--- src/hw/sdu_settings.svh ---
`ifndef SDU_SETTINGS_SVH
`define SDU_SETTINGS_SVH

// clock cycles per serial bit, kept short for simulation
`define SDU_CLKS_PER_BIT 16

// debug memory geometry
`define SDU_MEM_AW 8
`define SDU_MEM_DW 16

// reply codes
// "K" after a write
`define SDU_ACK_BYTE 8'h4B
// "?" for an opcode that is not understood
`define SDU_ERR_BYTE 8'h3F

`endif
--- src/hw/sdu_cmd_pkg.sv ---
`include "sdu_settings.svh"

package sdu_cmd_pkg;

    typedef enum logic [7:0] {
        OP_READ  = 8'h52,
        OP_WRITE = 8'h57
    } sdu_op_e;

    // opcode sits in the top byte so it lines up with the first byte on the wire
    typedef struct packed {
        sdu_op_e                op;
        logic [`SDU_MEM_AW-1:0] addr;
        logic [`SDU_MEM_DW-1:0] data;
    } cmd_fields_s;

    // same 32-bit frame, filled as bytes and decoded as fields
    typedef union packed {
        logic [3:0][7:0] raw;
        cmd_fields_s     fields;
    } cmd_frame_u;

    typedef enum logic [1:0] {
        COLLECT,
        EXEC,
        MEM_WAIT,
        REPLY
    } cmd_state_e;

endpackage

--- src/hw/debug_cmd_proc.sv ---
`include "sdu_settings.svh"

module debug_cmd_proc (
    input  logic                   clk,
    input  logic                   arst_n,
    input  logic [7:0]             rx_data,
    input  logic                   rx_valid,
    input  logic [`SDU_MEM_DW-1:0] mem_rdata,
    output logic                   mem_we,
    output logic [`SDU_MEM_AW-1:0] mem_addr,
    output logic [`SDU_MEM_DW-1:0] mem_wdata,
    output logic [7:0]             tx_data,
    output logic                   tx_start,
    input  logic                   tx_busy,
    output logic                   busy
);
    import sdu_cmd_pkg::*;

    cmd_state_e state_q;
    cmd_frame_u frame_q;
    logic [1:0] byte_cnt_q;
    logic [1:0] q_cnt_q;
    logic [7:0] q_data [2];
    logic       op_write;
    logic       op_read;

    assign op_write = (frame_q.fields.op == OP_WRITE);
    assign op_read  = (frame_q.fields.op == OP_READ);

    // memory side decodes straight from the field view
    assign mem_addr  = frame_q.fields.addr;
    assign mem_wdata = frame_q.fields.data;
    assign mem_we    = (state_q == EXEC) && op_write;

    // head of the reply queue goes out as soon as the transmitter is free
    assign tx_data  = q_data[0];
    assign tx_start = (state_q == REPLY) && (q_cnt_q != 2'd0) && !tx_busy;

    // covers the last byte still on the line after returning to COLLECT
    assign busy = (state_q != COLLECT) || tx_busy;

    always_ff @(posedge clk or negedge arst_n) begin
        if (!arst_n) begin
            state_q    <= COLLECT;
            frame_q    <= '0;
            byte_cnt_q <= '0;
            q_cnt_q    <= '0;
        end else begin
            case (state_q)
                COLLECT: begin
                    // bytes outside COLLECT are simply dropped
                    if (rx_valid) begin
                        frame_q.raw[2'd3 - byte_cnt_q] <= rx_data;
                        byte_cnt_q <= byte_cnt_q + 2'd1;
                        if (byte_cnt_q == 2'd3) begin
                            state_q <= EXEC;
                        end
                    end
                end
                EXEC: begin
                    if (op_read) begin
                        state_q <= MEM_WAIT;
                    end else begin
                        // ack or error, one byte either way
                        q_cnt_q <= 2'd1;
                        state_q <= REPLY;
                    end
                end
                MEM_WAIT: begin
                    q_cnt_q <= 2'd2;
                    state_q <= REPLY;
                end
                REPLY: begin
                    if (tx_start) begin
                        q_cnt_q <= q_cnt_q - 2'd1;
                        if (q_cnt_q == 2'd1) begin
                            state_q <= COLLECT;
                        end
                    end
                end
                default: state_q <= COLLECT;
            endcase
        end
    end

    // reply bytes, slot 0 is the head
    always_ff @(posedge clk) begin
        if (state_q == EXEC && !op_read) begin
            q_data[0] <= op_write ? `SDU_ACK_BYTE : `SDU_ERR_BYTE;
        end else if (state_q == MEM_WAIT) begin
            // high byte first
            q_data[0] <= mem_rdata[`SDU_MEM_DW-1 -: 8];
            q_data[1] <= mem_rdata[7:0];
        end else if (tx_start) begin
            q_data[0] <= q_data[1];
        end
    end

endmodule

--- config.mk ---
export PLATFORM = sky130hd
export DESIGN_NAME = debug_cmd_proc
export DESIGN_NICKNAME = d
export VERILOG_FILES = /design/src/hw/sdu_cmd_pkg.sv /design/src/hw/debug_cmd_proc.sv
export VERILOG_INCLUDE_DIRS = /design/src /design/src/hw
export SDC_FILE = /design/constraint.sdc
export NUM_CORES = 1
export LEC_CHECK = 0
export BUFFER_PORTS_ARGS = -buffer_cell sky130_fd_sc_hd__buf_2
export CAP_MARGIN = 40
export CORE_ASPECT_RATIO = 2
export CORE_MARGIN = 3
export CORE_UTILIZATION = 25
export DETAILED_ROUTE_END_ITERATION = 8
export SKIP_CTS_REPAIR_TIMING = 1
export SYNTH_ARGS = -nofsm -noshare
export SYNTH_HDL_FRONTEND = slang
export SYNTH_SLANG_ARGS = --single-unit
--- constraint.sdc ---
create_clock -name clk -period 4.7 [get_ports clk]
set_input_delay 0.47 -clock clk [delete_from_list [all_inputs] [get_ports clk]]
set_output_delay 0.47 -clock clk [all_outputs]
set_load 0.05 [all_outputs]
* Yosys cells after proc, flatten, opt, wreduce, memory -nomap -nowiden *
Memories as Yosys holds them, arrays and structs flattened.
Cells that the tools add are included.

storage, ports and cells
  input bits = 28
  word-level logic and storage cells = 63
  bits in writable memories = 16
  memories kept = 1
  output and inout bits = 35
  register bits after elaboration = 38

cells by class
  add/sub/neg operators = 3
  reduce and logical (&&, ||, !) cells = 15
  bitwise operators = 2
  $lt $le $gt $ge = 2
  equality and inequality tests = 12
  multiplexer cells = 24

memory list
  memory  words  width  read ports  clocked after Yosys merged registers in  write ports  line                  source
  q_data  2      8      2           0                                        2            debug_cmd_proc.sv:23  logic [7:0] q_data [2];

operator list
  operator                                                    count
  bitwise mux 32 bit                                          1
  2-to-1 mux 8 bit                                            3
  demux 8 bit (select 2 bit)                                  1
  equality test 8 x 7 -> 1 bit, second input constant         2
  2-to-1 mux 2 bit                                            6
  2-to-1 mux 1 bit                                            10
  inequality test 2 bit, second input constant                4
  one-hot mux 2 bit (4 select lines)                          1
  2-to-1 mux 7 bit                                            1
  equality test 2 bit, second input constant                  3
  one-hot mux 2 bit (3 select lines)                          1
  logical AND 1 bit                                           5
  equality test 2 x 1 -> 1 bit, second input constant         2
  AND reduction 4 bit                                         1
  nonzero test 2 bit                                          2
  less-than comparator 2 x 3 -> 1 bit, second input constant  1
  AND reduction 3 bit                                         1
  nonzero test 3 bit                                          1
  adder 2 x 1 -> 2 bit, second input constant                 1
  >= comparator 2 x 1 -> 1 bit, second input constant         1
  logical NOT 1 bit                                           2
  logical NOT 2 bit                                           1
  inequality test 2 x 1 -> 1 bit, second input constant       1
  bitwise OR 1 bit                                            2
  4 further kinds                                             4

* Depth between registers and ports, before layout *
Gate-level depths: netlist (run 1).

  depth after elaboration = 8
  mapped depth = 7
  mapped depth without buffers = 6

* Worst setup path before layout (run 1) *
No wires, ideal clock.

  path type = register to register
  start point = reg state_q[1]
  end point = mem q_data[0][6], data pin
  arrival = 1.765 ns
  stages on the path, launching flop included = 6
  path slack = 2.674 ns
  period minus slack after synthesis = 2.026 ns
  buffers on the path = 1
  data required time = 4.440 ns
  cells stage by stage = dfrtp_1 > ha_1 > or3b_4 > or3_1 > buf_6 > mux2_4

RTL lines
  element                 line                  source
  from (decl)             debug_cmd_proc.sv:19  cmd_state_e state_q;
  from (signal assigned)  debug_cmd_proc.sv:44  state_q <= COLLECT;
  from (signal assigned)  debug_cmd_proc.sv:56  state_q <= EXEC;
  from (signal assigned)  debug_cmd_proc.sv:62  state_q <= MEM_WAIT;
  to (decl)               debug_cmd_proc.sv:23

==> results of run 1 <==
==> cells by family (layout without fill, tap and decap cells) <==
| kind of cell | after synthesis | count (layout) | share of synthesized area (%) |
|---|---|---|---|
| flops | 54 | 54 | 56.8 |
| xor+xnor | 1 | 1 | 0.348 |
| simple gates | 21 | 21 | 4.72 |
| buf+inv | 44 | 87 | 10.4 |
| compound gates | 17 | 17 | 4.42 |
| mux | 40 | 40 | 17.8 |
| fa+ha+maj | 11 | 11 | 5.46 |
==> registers in the layout, summed over array words and instances (netlist names) <==
register	count
state_q	2
q_cnt_q	2
frame_q	32
byte_cnt_q	2
q_data	16
==> metrics by stage <==
step           instances  total power [mW]
2_1_floorplan        188              1.82
3_3_place_gp         354              1.91
3_5_place_dp         355              1.94
4_1_cts              363              2.38
5_1_grt              363              2.49
6_report             363              2.35
==> worst paths after layout <==
path | to | slack (ns)
worst max-delay path | q_data[0][6]$_DFFE_PP_ | 2.44
worst min-delay path | frame_q[6]$_DFFE_PN0P_ | 0.02
worst max register to register | q_data[0][6]$_DFFE_PP_ | 2.44
worst min register to register | frame_q[27]$_DFFE_PN0P_ | 0.50
max in group asynchronous | frame_q[16]$_DFFE_PN0P_ | 4.25
min in group clk | q_data[1][6]$_DFFE_PP_ | 0.35
==> power by group through the flow <==
stage / sequential, mW / clock (mW) / combinational [mW]
final: 0.811 / 0.430 / 1.11
after global placement: 0.815 / 0 / 1.09
after detailed placement: 0.823 / 0 / 1.12
after global routing: 0.840 / 0.463 / 1.19
after CTS: 0.814 / 0.447 / 1.12
after floorplan: 0.905 / 0 / 0.918
==> cells in the final DEF, fill, tap and decap left out, drive strengths merged <==
master / instances
buf: 63
dfrtp: 38
mux2: 35
inv: 17
edfxtp: 16
ha: 11
a21oi: 6
nand2: 6
mux2i: 5
nand3: 5
clkbuf: 5
nor2: 3
a2bb2oi: 3
o21ai: 3
a22oi: 2
or3b: 1
and4bb: 1
nor2b: 1
a41oi: 1
a31oi: 1
or3: 1
nand2b: 1
a32o: 1
xnor2: 1
or4bb: 1
nor3: 1
clkinvlp: 1
bufinv: 1
==> area by class of cell <==
class / count / area (um2) / area share [%]
sequential: 54 / 1430 / 47.9
timing repair buffer: 63 / 330 / 11.1
inverter: 16 / 60.1 / 2.01
clock buffer: 5 / 125 / 4.19
multi-input combinational: 90 / 825 / 27.6
tap: 132 / 165 / 5.53
clock inverter: 3 / 48.8 / 1.63
==> metal layers <==
layer	track usage [%]	vias to the layer above	wire, um
li1	-	704	-
met1	9.87	726	1950
met2	17.7	54	2740
met3	2.38	6	293
met4	3.21	0	83
met5	0	-	0
==> worst register-to-register path, stage by stage, from the launching register on <==
cell	delay (ns)
dfrtp_1	0.41
inv_1	0.15
ha_1	0.70
or3_1	0.43
mux2_4	0.33
==> impl_metrics.csv, run 1 <==
group,metric,value,unit
timing,max_slew_margin,47.7,%
power,cell_internal_pwr,1.31,mW
timing,period_minus_slack,2.26,ns
cts,cts_htree_levels,2,
grt,antenna_found_initial,0,
setup_path,worst-path-stages,4,
placed_design,gp_routability_congestion,0.728,
die,fp.dieArea,11400,um2
finish,design_area,2990,um2
setup_path,slowest_stage,"ha_1",
logic_synthesis,synth.net_count,227,
routing,vias,1490,
power,power.switching_fraction,44.3,%
finish,final_nets,269,
die,chipHeight,148,um
finish,num_antenna_cells,0,
placed_design,dp_hpwl,3.88,mm
power,pwr_density_cell,786,nW/um2
timing,setup_slack,2.44,ns
cts,cts_made_buffers,5,
setup_path,worst-endpoint-required,4.75,ns
setup_path,crit_path_start_kind,"flop",
finish,end_of_flow_core_utilization,30.6,%
power,leakagePower,1.41,nW
job,timing.max_cap.violations,0,
power,pwr-share-seq,34.6,%
timing,worst_slew_pin_slew,0.784,ns
setup_path,worst-path-buf-inv,1,
logic_synthesis,synth_largest_type_area_fraction,37.8,%
cts,clk_pin_slew,0.08,ns
timing,max_freq,442,MHz
logic_synthesis,synth.largest_area_cell,"dfrtp_1",
die,coreArea,9760,um2
logic_synthesis,avgSynthCellArea,13.4,um2
cts,clock_sink_count,54,
power,power.share.clock,18.3,%
die,placementRows,51,
timing,slew_viol_final,0,
logic_synthesis,synth_top_flop_cell,"dfrtp_1",
placed_design,buffer_ports.inserted,62,
timing,setup_violations,0,
grt,grt.total_usage,9.36,%
routing,drt_pass1_iterations,5,
setup_path,critPathArrivalTime,2.31,ns
power,ir_worst_vdd,0.416,mV
placed_design,place_area,2810,um2
logic_synthesis,post-synth-top-count-cell,"dfrtp_1",
grt,grt.overflow.total,0,
setup_path,cp_cell_sequence,"inv_1, ha_1, or3_1, mux2_4",
timing,final_skew,0.00784,ns
die,ios,63,
worst_hold_path,min_path_type,"primary input to async pin",
cts,clk-insertion-delay-late,0.29,ns
routing,final_antenna_net_count,0,
setup_path,setup.worst_path.class,"flop to flop",
logic_synthesis,ys.warnings.count,0,
routing,post_drt_wl_per_cell,14.0,um
setup_path,r2r_cells,4,
timing,finalHoldViolations,0,
logic_synthesis,seq_area_frac_synth,56.8,%
grt,grt_pass1_vias,1592,
power,switching_power,1.04,mW
timing,rsz0062_at_grt,"no",
die,initial_core_util,25.8,%
setup_path,critPathTopFamily,"adder cells",
timing,fin_worst_hold_slack,0.0232,ns
placed_design,place_worst_setup_slack,2.45,ns
routing,post-route-drc-count,0,
routing,detail_route.iter0.violations,66,
logic_synthesis,synth_area,2520,um2
finish,syn_to_final_growth,18.5,%
timing,final_min_period_over_clock_period,48.1,%
finish,layout_cell_share_with_drive_strength_beyond_1,47.2,%
cts,clock_tree.buffer_depth,2,
die,fp.dieW,77.0,um
logic_synthesis,synth-async-reset-ratio,70.4,%
logic_synthesis,synth.top_cells.by_count,"dfrtp_1 (38), mux2_2 (34), buf_4 (24)",
grt,grt_max_degree,32,
setup_path,timing.rr.start,"state_q[0]$_DFFE_PN0P_",
logic_synthesis,synth_top_cells_by_area,"dfrtp_1 (38%), edfxtp_1 (19%), mux2_2 (15%)",
grt,grt_first_pass_wirelength,8.26,mm
timing,setup_total_negative_slack,0,ns
run_status,status,"finished, final reports clean",
setup_path,critical-path-max-stage-delay,0.69,ns
logic_synthesis,syn_inst,188,
routing,totalWireLength,5.07,mm
cts,cts_tree,"built",
cts,cts-root-buf,"clkbuf_16",
power,share_comb_of_total_power,47.1,%
setup_path,worst_setup_path_end_kind,"flop",
finish,fillerInstances,998,
routing,avgViaCountPerCell,4.10,
logic_synthesis,synth-seq-cells,54,
logic_synthesis,post_synth_num_cell_types,28,
logic_synthesis,synth_enable_flop_cells,16,
setup_path,cp_max_fo,21,
setup_path,timing.critical_path.from,"state_q[0]$_DFFE_PN0P_",
(Power assumes the default switching activity.)
==> run 2, diff against run 1 <==
clock period = 2.1 ns   (was 4.7 ns; I/O delays follow)
==> run 2 against run 1 <==
Effect of this change: global-route usage is 0.21 points higher; critical path type unchanged; clock power is 92% higher; critical path depth is 2 higher; flip-flop and latch count stayed put; sequential power is 120% higher; routed wire length is 4.2% higher; sequential share of layout area is 1.2 points lower; core utilization is 0.77 points higher.
==> impl_metrics.csv, run 2 (synthesized netlist as in run 1, its figures left out) <==
group,metric,value,unit
setup_path,worst_setup_path_endpoint,"q_data[0][0]$_DFFE_PP_",
setup_path,critPathArrivalTime,2.04,ns
timing,final_min_period_over_clock_period,94.9,%
setup_path,worst-endpoint-required,2.15,ns
worst_hold_path,min_path_type,"primary input to flop",
routing,post_drt_wl_per_cell,14.1,um
finish,syn_to_final_growth,21.5,%
job,timing.max_cap.violations,0,
setup_path,critical_path.reg2reg.endpoint,"q_data[0][0]$_DFFE_PP_",
finish,register_area,1430,um2
cts,cts_made_buffers,5,
placed_design,dp_hpwl,4.13,mm
cts,clock_tree.buffer_depth,2,
finish,largest_reg_flops,32,
grt,antenna_found_initial,0,
routing,post-route-drc-count,0,
timing,worst_slew_pin_slew,0.455,ns
die,placementRows,51,
cts,clock_sink_count,54,
finish,final_nets,281,
grt,grt.overflow.total,0,
timing,max_freq,502,MHz
die,coreArea,9760,um2
finish,multiInputGateArea,835,um2
power,pwr_density_cell,1700,nW/um2
placed_design,buffer_ports.inserted,62,
setup_path,r2r_cells,6,
die,initial_core_util,25.8,%
timing,finalHoldViolations,0,
routing,detail_route.iter0.violations,41,
power,ir_worst_vdd,0.906,mV
grt,grt_max_degree,27,
setup_path,r2r_slack,0.11,ns
cts,cts_htree_levels,2,
timing,setup_total_negative_slack,0,ns
routing,final_antenna_net_count,0,
finish,layout_cell_share_with_drive_strength_beyond_1,49.4,%
timing,final_skew,0.00723,ns
grt,grt_first_pass_wirelength,8.40,mm
grt,grt.total_usage,9.57,%
setup_path,worst_setup_path_end_kind,"flop",
cts,clk_pin_slew,0.07,ns
setup_path,timing.rr.start,"q_cnt_q[0]$_DFFE_PN0P_",
finish,registers.top_by_ff_count,"frame_q",
finish,mostFrequentLayoutCell,"buf_2",
finish,num_antenna_cells,0,
worst_hold_path,worstHoldPathCells,1,
power,leakagePower,1.45,nW
cts,cts-root-buf,"clkbuf_16",
die,fp.dieW,77.0,um
setup_path,crit_path_start_kind,"flop",
timing,slew_viol_final,0,
routing,drt_pass1_iterations,4,
routing,avgViaCountPerCell,4.13,
placed_design,gp_routability_congestion,0.757,
setup_path,setup.worst_path.class,"flop to flop",
timing,period_minus_slack,1.99,ns
finish,reg_top3,"frame_q: 32 flops, q_data: 16 flops",
finish,design_area,3060,um2
cts,clk-insertion-delay-late,0.29,ns
finish,most-common-layout-cells,"buf_2 (62), dfrtp_1 (38), mux2_2 (34)",
setup_path,timing.critical_path.from,"q_cnt_q[0]$_DFFE_PN0P_",
die,chipHeight,148,um
timing,rsz0062_at_grt,"no",
run_status,status,"finished, final reports clean",
routing,vias,1548,
timing,max_slew_margin,69.3,%
placed_design,place_area,2890,um2
die,ios,63,
cts,cts_tree,"built",
timing,setup_violations,0,
routing,totalWireLength,5.28,mm
die,fp.dieArea,11400,um2
finish,fillerInstances,995,
grt,grt_pass1_vias,1676,
setup_path,cp_max_fo,6,
[run 2: cell types whose count changed in the layout (fill, tap and decap cells not counted)]
cell | previous run | this run
a22oi_1 | 2 | 1
inv_8 | 1 | 0
clkbuf_8 | 0 | 1
clkbuf_1 | 0 | 2
clkinvlp_4 | 1 | 0
bufinv_16 | 1 | 0
buf_4 | 0 | 11
or3_4 | 0 | 1
or3_1 | 1 | 0
dlygate4sd3_1 | 0 | 1
a22oi_2 | 0 | 1
[run 2: how the worst min path moves through the flow]
stage,start,endpoint,slack (ns)
floorplan,arst_n,byte_cnt_q[0]$_DFFE_PN0P_,-0.09
global route,mem_rdata[5],q_data[1][5]$_DFFE_PP_,0.07
global placement,arst_n,frame_q[17]$_DFFE_PN0P_,0.38
detailed placement,arst_n,frame_q[1]$_DFFE_PN0P_,0.13
CTS,arst_n,frame_q[30]$_DFFE_PN0P_,-0.19
finish,mem_rdata[2],q_data[1][2]$_DFFE_PP_,0.09
[run 2: cell type report]
type	count	share of cell area, %
Timing Repair Buffer	75	13.8
Clock buffer	8	4.78
Tap cell	132	5.40
Inverter	16	1.96
Sequential cell	54	46.8
Multi-Input combinational cell	90	27.3
[run 2: report_power, final]
part           internal [mW]  switching [mW]
Clock                  0.476           0.351
Combinational          0.820            1.75
Sequential              1.60           0.215
Total                   2.90            2.32
[run 2: layer usage]
layer,part of all wire (%),wire length (um),global-route usage [%]
met1,37,1930,9.79
met2,55,2920,17.7
met3,5.8,305,2.74
met4,2.3,119,4.37
met5,0,0,0
[run 2: critical path, cell delays in order, from the launching register on]
cell       delay, ns
dfrtp_1         0.37
inv_1           0.06
ha_1            0.21
or3b_4          0.42
or3_4           0.39
buf_4           0.17
a2bb2oi_1       0.13
[run 2: stage by stage]
step           setup slack [ns]  hold slack, ns  utilization [%]  total power [mW]  std cells
2_1_floorplan            0.0742         -0.0856                -              4.08        188
3_5_place_dp             0.0981           0.132             29.6              4.43        366
4_1_cts                  0.0910          -0.193             31.1              5.29        374
6_report                  0.107          0.0882             31.3              5.22        375
3_3_place_gp              0.137           0.377             29.4              4.35        365
5_1_grt                  0.0240          0.0745             31.3              5.54        375
==> run 3, diff against run 2 <==
GPL_TIMING_DRIVEN = 0   (was default)
==> run 3 against run 2 <==
Effect of this change: core utilization grew 1.2 points; first-iteration DRC count shrank 54%; register-to-register slack lost 0.10 ns; total power grew 3.9%; combinational power grew 8.9%; count of clock-buffer cells in the layout shrank 3; critical path type unchanged.
==> impl_metrics.csv, run 3 (synthesized netlist as in run 1, its figures left out) <==
group,metric,value,unit
routing,drt_pass1_iterations,4,
run_status,status,"finished, final reports clean",
cts,clk_pin_slew,0.07,ns
cts,cts-root-buf,"clkbuf_16",
setup_path,worst-endpoint-required,2.15,ns
setup_path,critPathArrivalTime,2.14,ns
timing,setup_slack,0.00440,ns
cts,cts_made_buffers,5,
grt,grt.total_usage,9.27,%
routing,post_drt_wl_per_cell,13.0,um
cts,clock_tree.buffer_depth,2,
setup_path,r2r_slack,0.004,ns
cts,clk-insertion-delay-late,0.29,ns
finish,layout_cell_share_with_drive_strength_beyond_1,52.3,%
routing,totalWireLength,5.10,mm
timing,final_skew,0.00681,ns
setup_path,critical_path.reg2reg.endpoint,"q_data[0][6]$_DFFE_PP_",
timing,slew_viol_final,0,
routing,detail_route.iter0.violations,19,
timing,max_freq,477,MHz
worst_hold_path,worstHoldPathCells,1,
cts,clock_sink_count,54,
setup_path,crit_path_start_kind,"flop",
timing,setup_violations,0,
timing,finalHoldViolations,0,
grt,grt_pass1_vias,1634,
timing,worst_slew_pin_slew,0.537,ns
timing,max_slew_margin,64.1,%
grt,grt_first_pass_wirelength,8.11,mm
finish,final_nets,298,
timing,setup_total_negative_slack,0,ns
job,timing.max_cap.violations,0,
setup_path,cp_max_fo,7,
grt,grt.overflow.total,0,
setup_path,worst_setup_path_end_kind,"flop",
die,initial_core_util,25.8,%
worst_hold_path,hold_path_end,"q_data[1][5]$_DFFE_PP_",
cts,cts_htree_levels,2,
setup_path,r2r_cells,5,
timing,rsz0062_at_grt,"yes",
finish,num_antenna_cells,0,
worst_hold_path,hold_path.startpoint,"mem_rdata[5]",
power,leakagePower,1.53,nW
routing,final_antenna_net_count,0,
die,fp.dieW,77.0,um
timing,period_minus_slack,2.10,ns
die,fp.dieArea,11400,um2
power,ir_worst_vdd,0.739,mV
cts,cts_tree,"built",
finish,reg_top3,"frame_q: 32 flops, q_data: 16 flops",
placed_design,buffer_ports.inserted,61,
timing,fin_worst_hold_slack,0.0902,ns
power,power.total,5.42,mW
finish,most-common-layout-cells,"buf_2 (61), dfrtp_1 (38), mux2_2 (34)",
worst_hold_path,min_path_type,"primary input to flop",
grt,antenna_found_initial,0,
routing,vias,1598,
routing,post-route-drc-count,0,
power,pwr_density_cell,1700,nW/um2
placed_design,dp_hpwl,3.93,mm
die,chipHeight,148,um
die,placementRows,51,
routing,avgViaCountPerCell,4.08,
die,ios,63,
placed_design,gp_routability_congestion,0.706,
setup_path,timing.rr.start,"state_q[1]$_DFFE_PN0P_",
die,coreArea,9760,um2
setup_path,setup.worst_path.class,"flop to flop",
finish,end_of_flow_core_utilization,32.6,%
timing,final_min_period_over_clock_period,99.8,%
finish,mostFrequentLayoutCell,"buf_2",
grt,grt_max_degree,31,
finish,registers.top_by_ff_count,"frame_q",
finish,largest_reg_flops,32,
finish,syn_to_final_growth,26.2,%
placed_design,place_worst_setup_slack,-0.0446,ns
==> run 3: changes by cell type in the layout (fill, tap and decap cells not counted), sizes merged <==
cell / previous run / this run
buf: 74 / 88
clkinv: 0 / 2
clkinvlp: 0 / 1
==> run 3: metrics by stage <==
step	instances	cell area, um2
after floorplan	188	2520
after global placement	381	2990
after detailed placement	382	3010
after CTS	390	3150
after global routing	392	3180
final	392	3180
==> run 3: cell type report <==
cell class	count	area (um2)
buffer	28	203
clock buffer	5	125
clock inverter	3	16.3
fill	986	6590
inverter	16	60.1
multi-input combinational	90	835
sequential	54	1430
tap	132	165
timing repair buffer	64	343
==> run 3: critical path, cell delays in order, from the launching register on <==
cell and delay [ns]:
dfrtp_1 0.39, ha_2 0.24, or3b_4 0.41, or3_4 0.37, buf_6 0.15, mux2_4 0.29
==> run 3: power breakdown <==
part | switching [mW] | internal [mW] | leakage [nW] | total, mW
clock | 0.360 | 0.436 | 0.0672 | 0.796
sequential | 0.217 | 1.60 | 0.612 | 1.82
combinational | 1.77 | 1.03 | 0.850 | 2.80
==> run 3: how the worst max path moves through the flow <==
| stage | endpoint | from | depth (start not counted) | slack (ns) |
|---|---|---|---|---|
| finish | q_data[0][6]$_DFFE_PP_ | state_q[1]$_DFFE_PN0P_ | 5 | 0.004 |
| global route | frame_q[22]$_DFFE_PN0P_ | state_q[0]$_DFFE_PN0P_ | 5 | -0.09 |
| CTS | q_data[0][6]$_DFFE_PP_ | state_q[0]$_DFFE_PN0P_ | 5 | -0.05 |
| detailed placement | q_data[0][6]$_DFFE_PP_ | state_q[1]$_DFFE_PN0P_ | 5 | -0.04 |
| global placement | q_data[0][6]$_DFFE_PP_ | state_q[1]$_DFFE_PN0P_ | 5 | -0.02 |
| floorplan | q_data[0][6]$_DFFE_PP_ | state_q[1]$_DFFE_PN0P_ | 5 | 0.07 |
==> run 3: routing by layer <==
metal / share of wire [%] / global-route usage, % / wire length, um
met2: 54 / 17.5 / 2750
met3: 6.2 / 2.56 / 315
met4: 2.0 / 4.46 / 102
met5: 0 / 0 / 0
met1: 38 / 9.15 / 1930
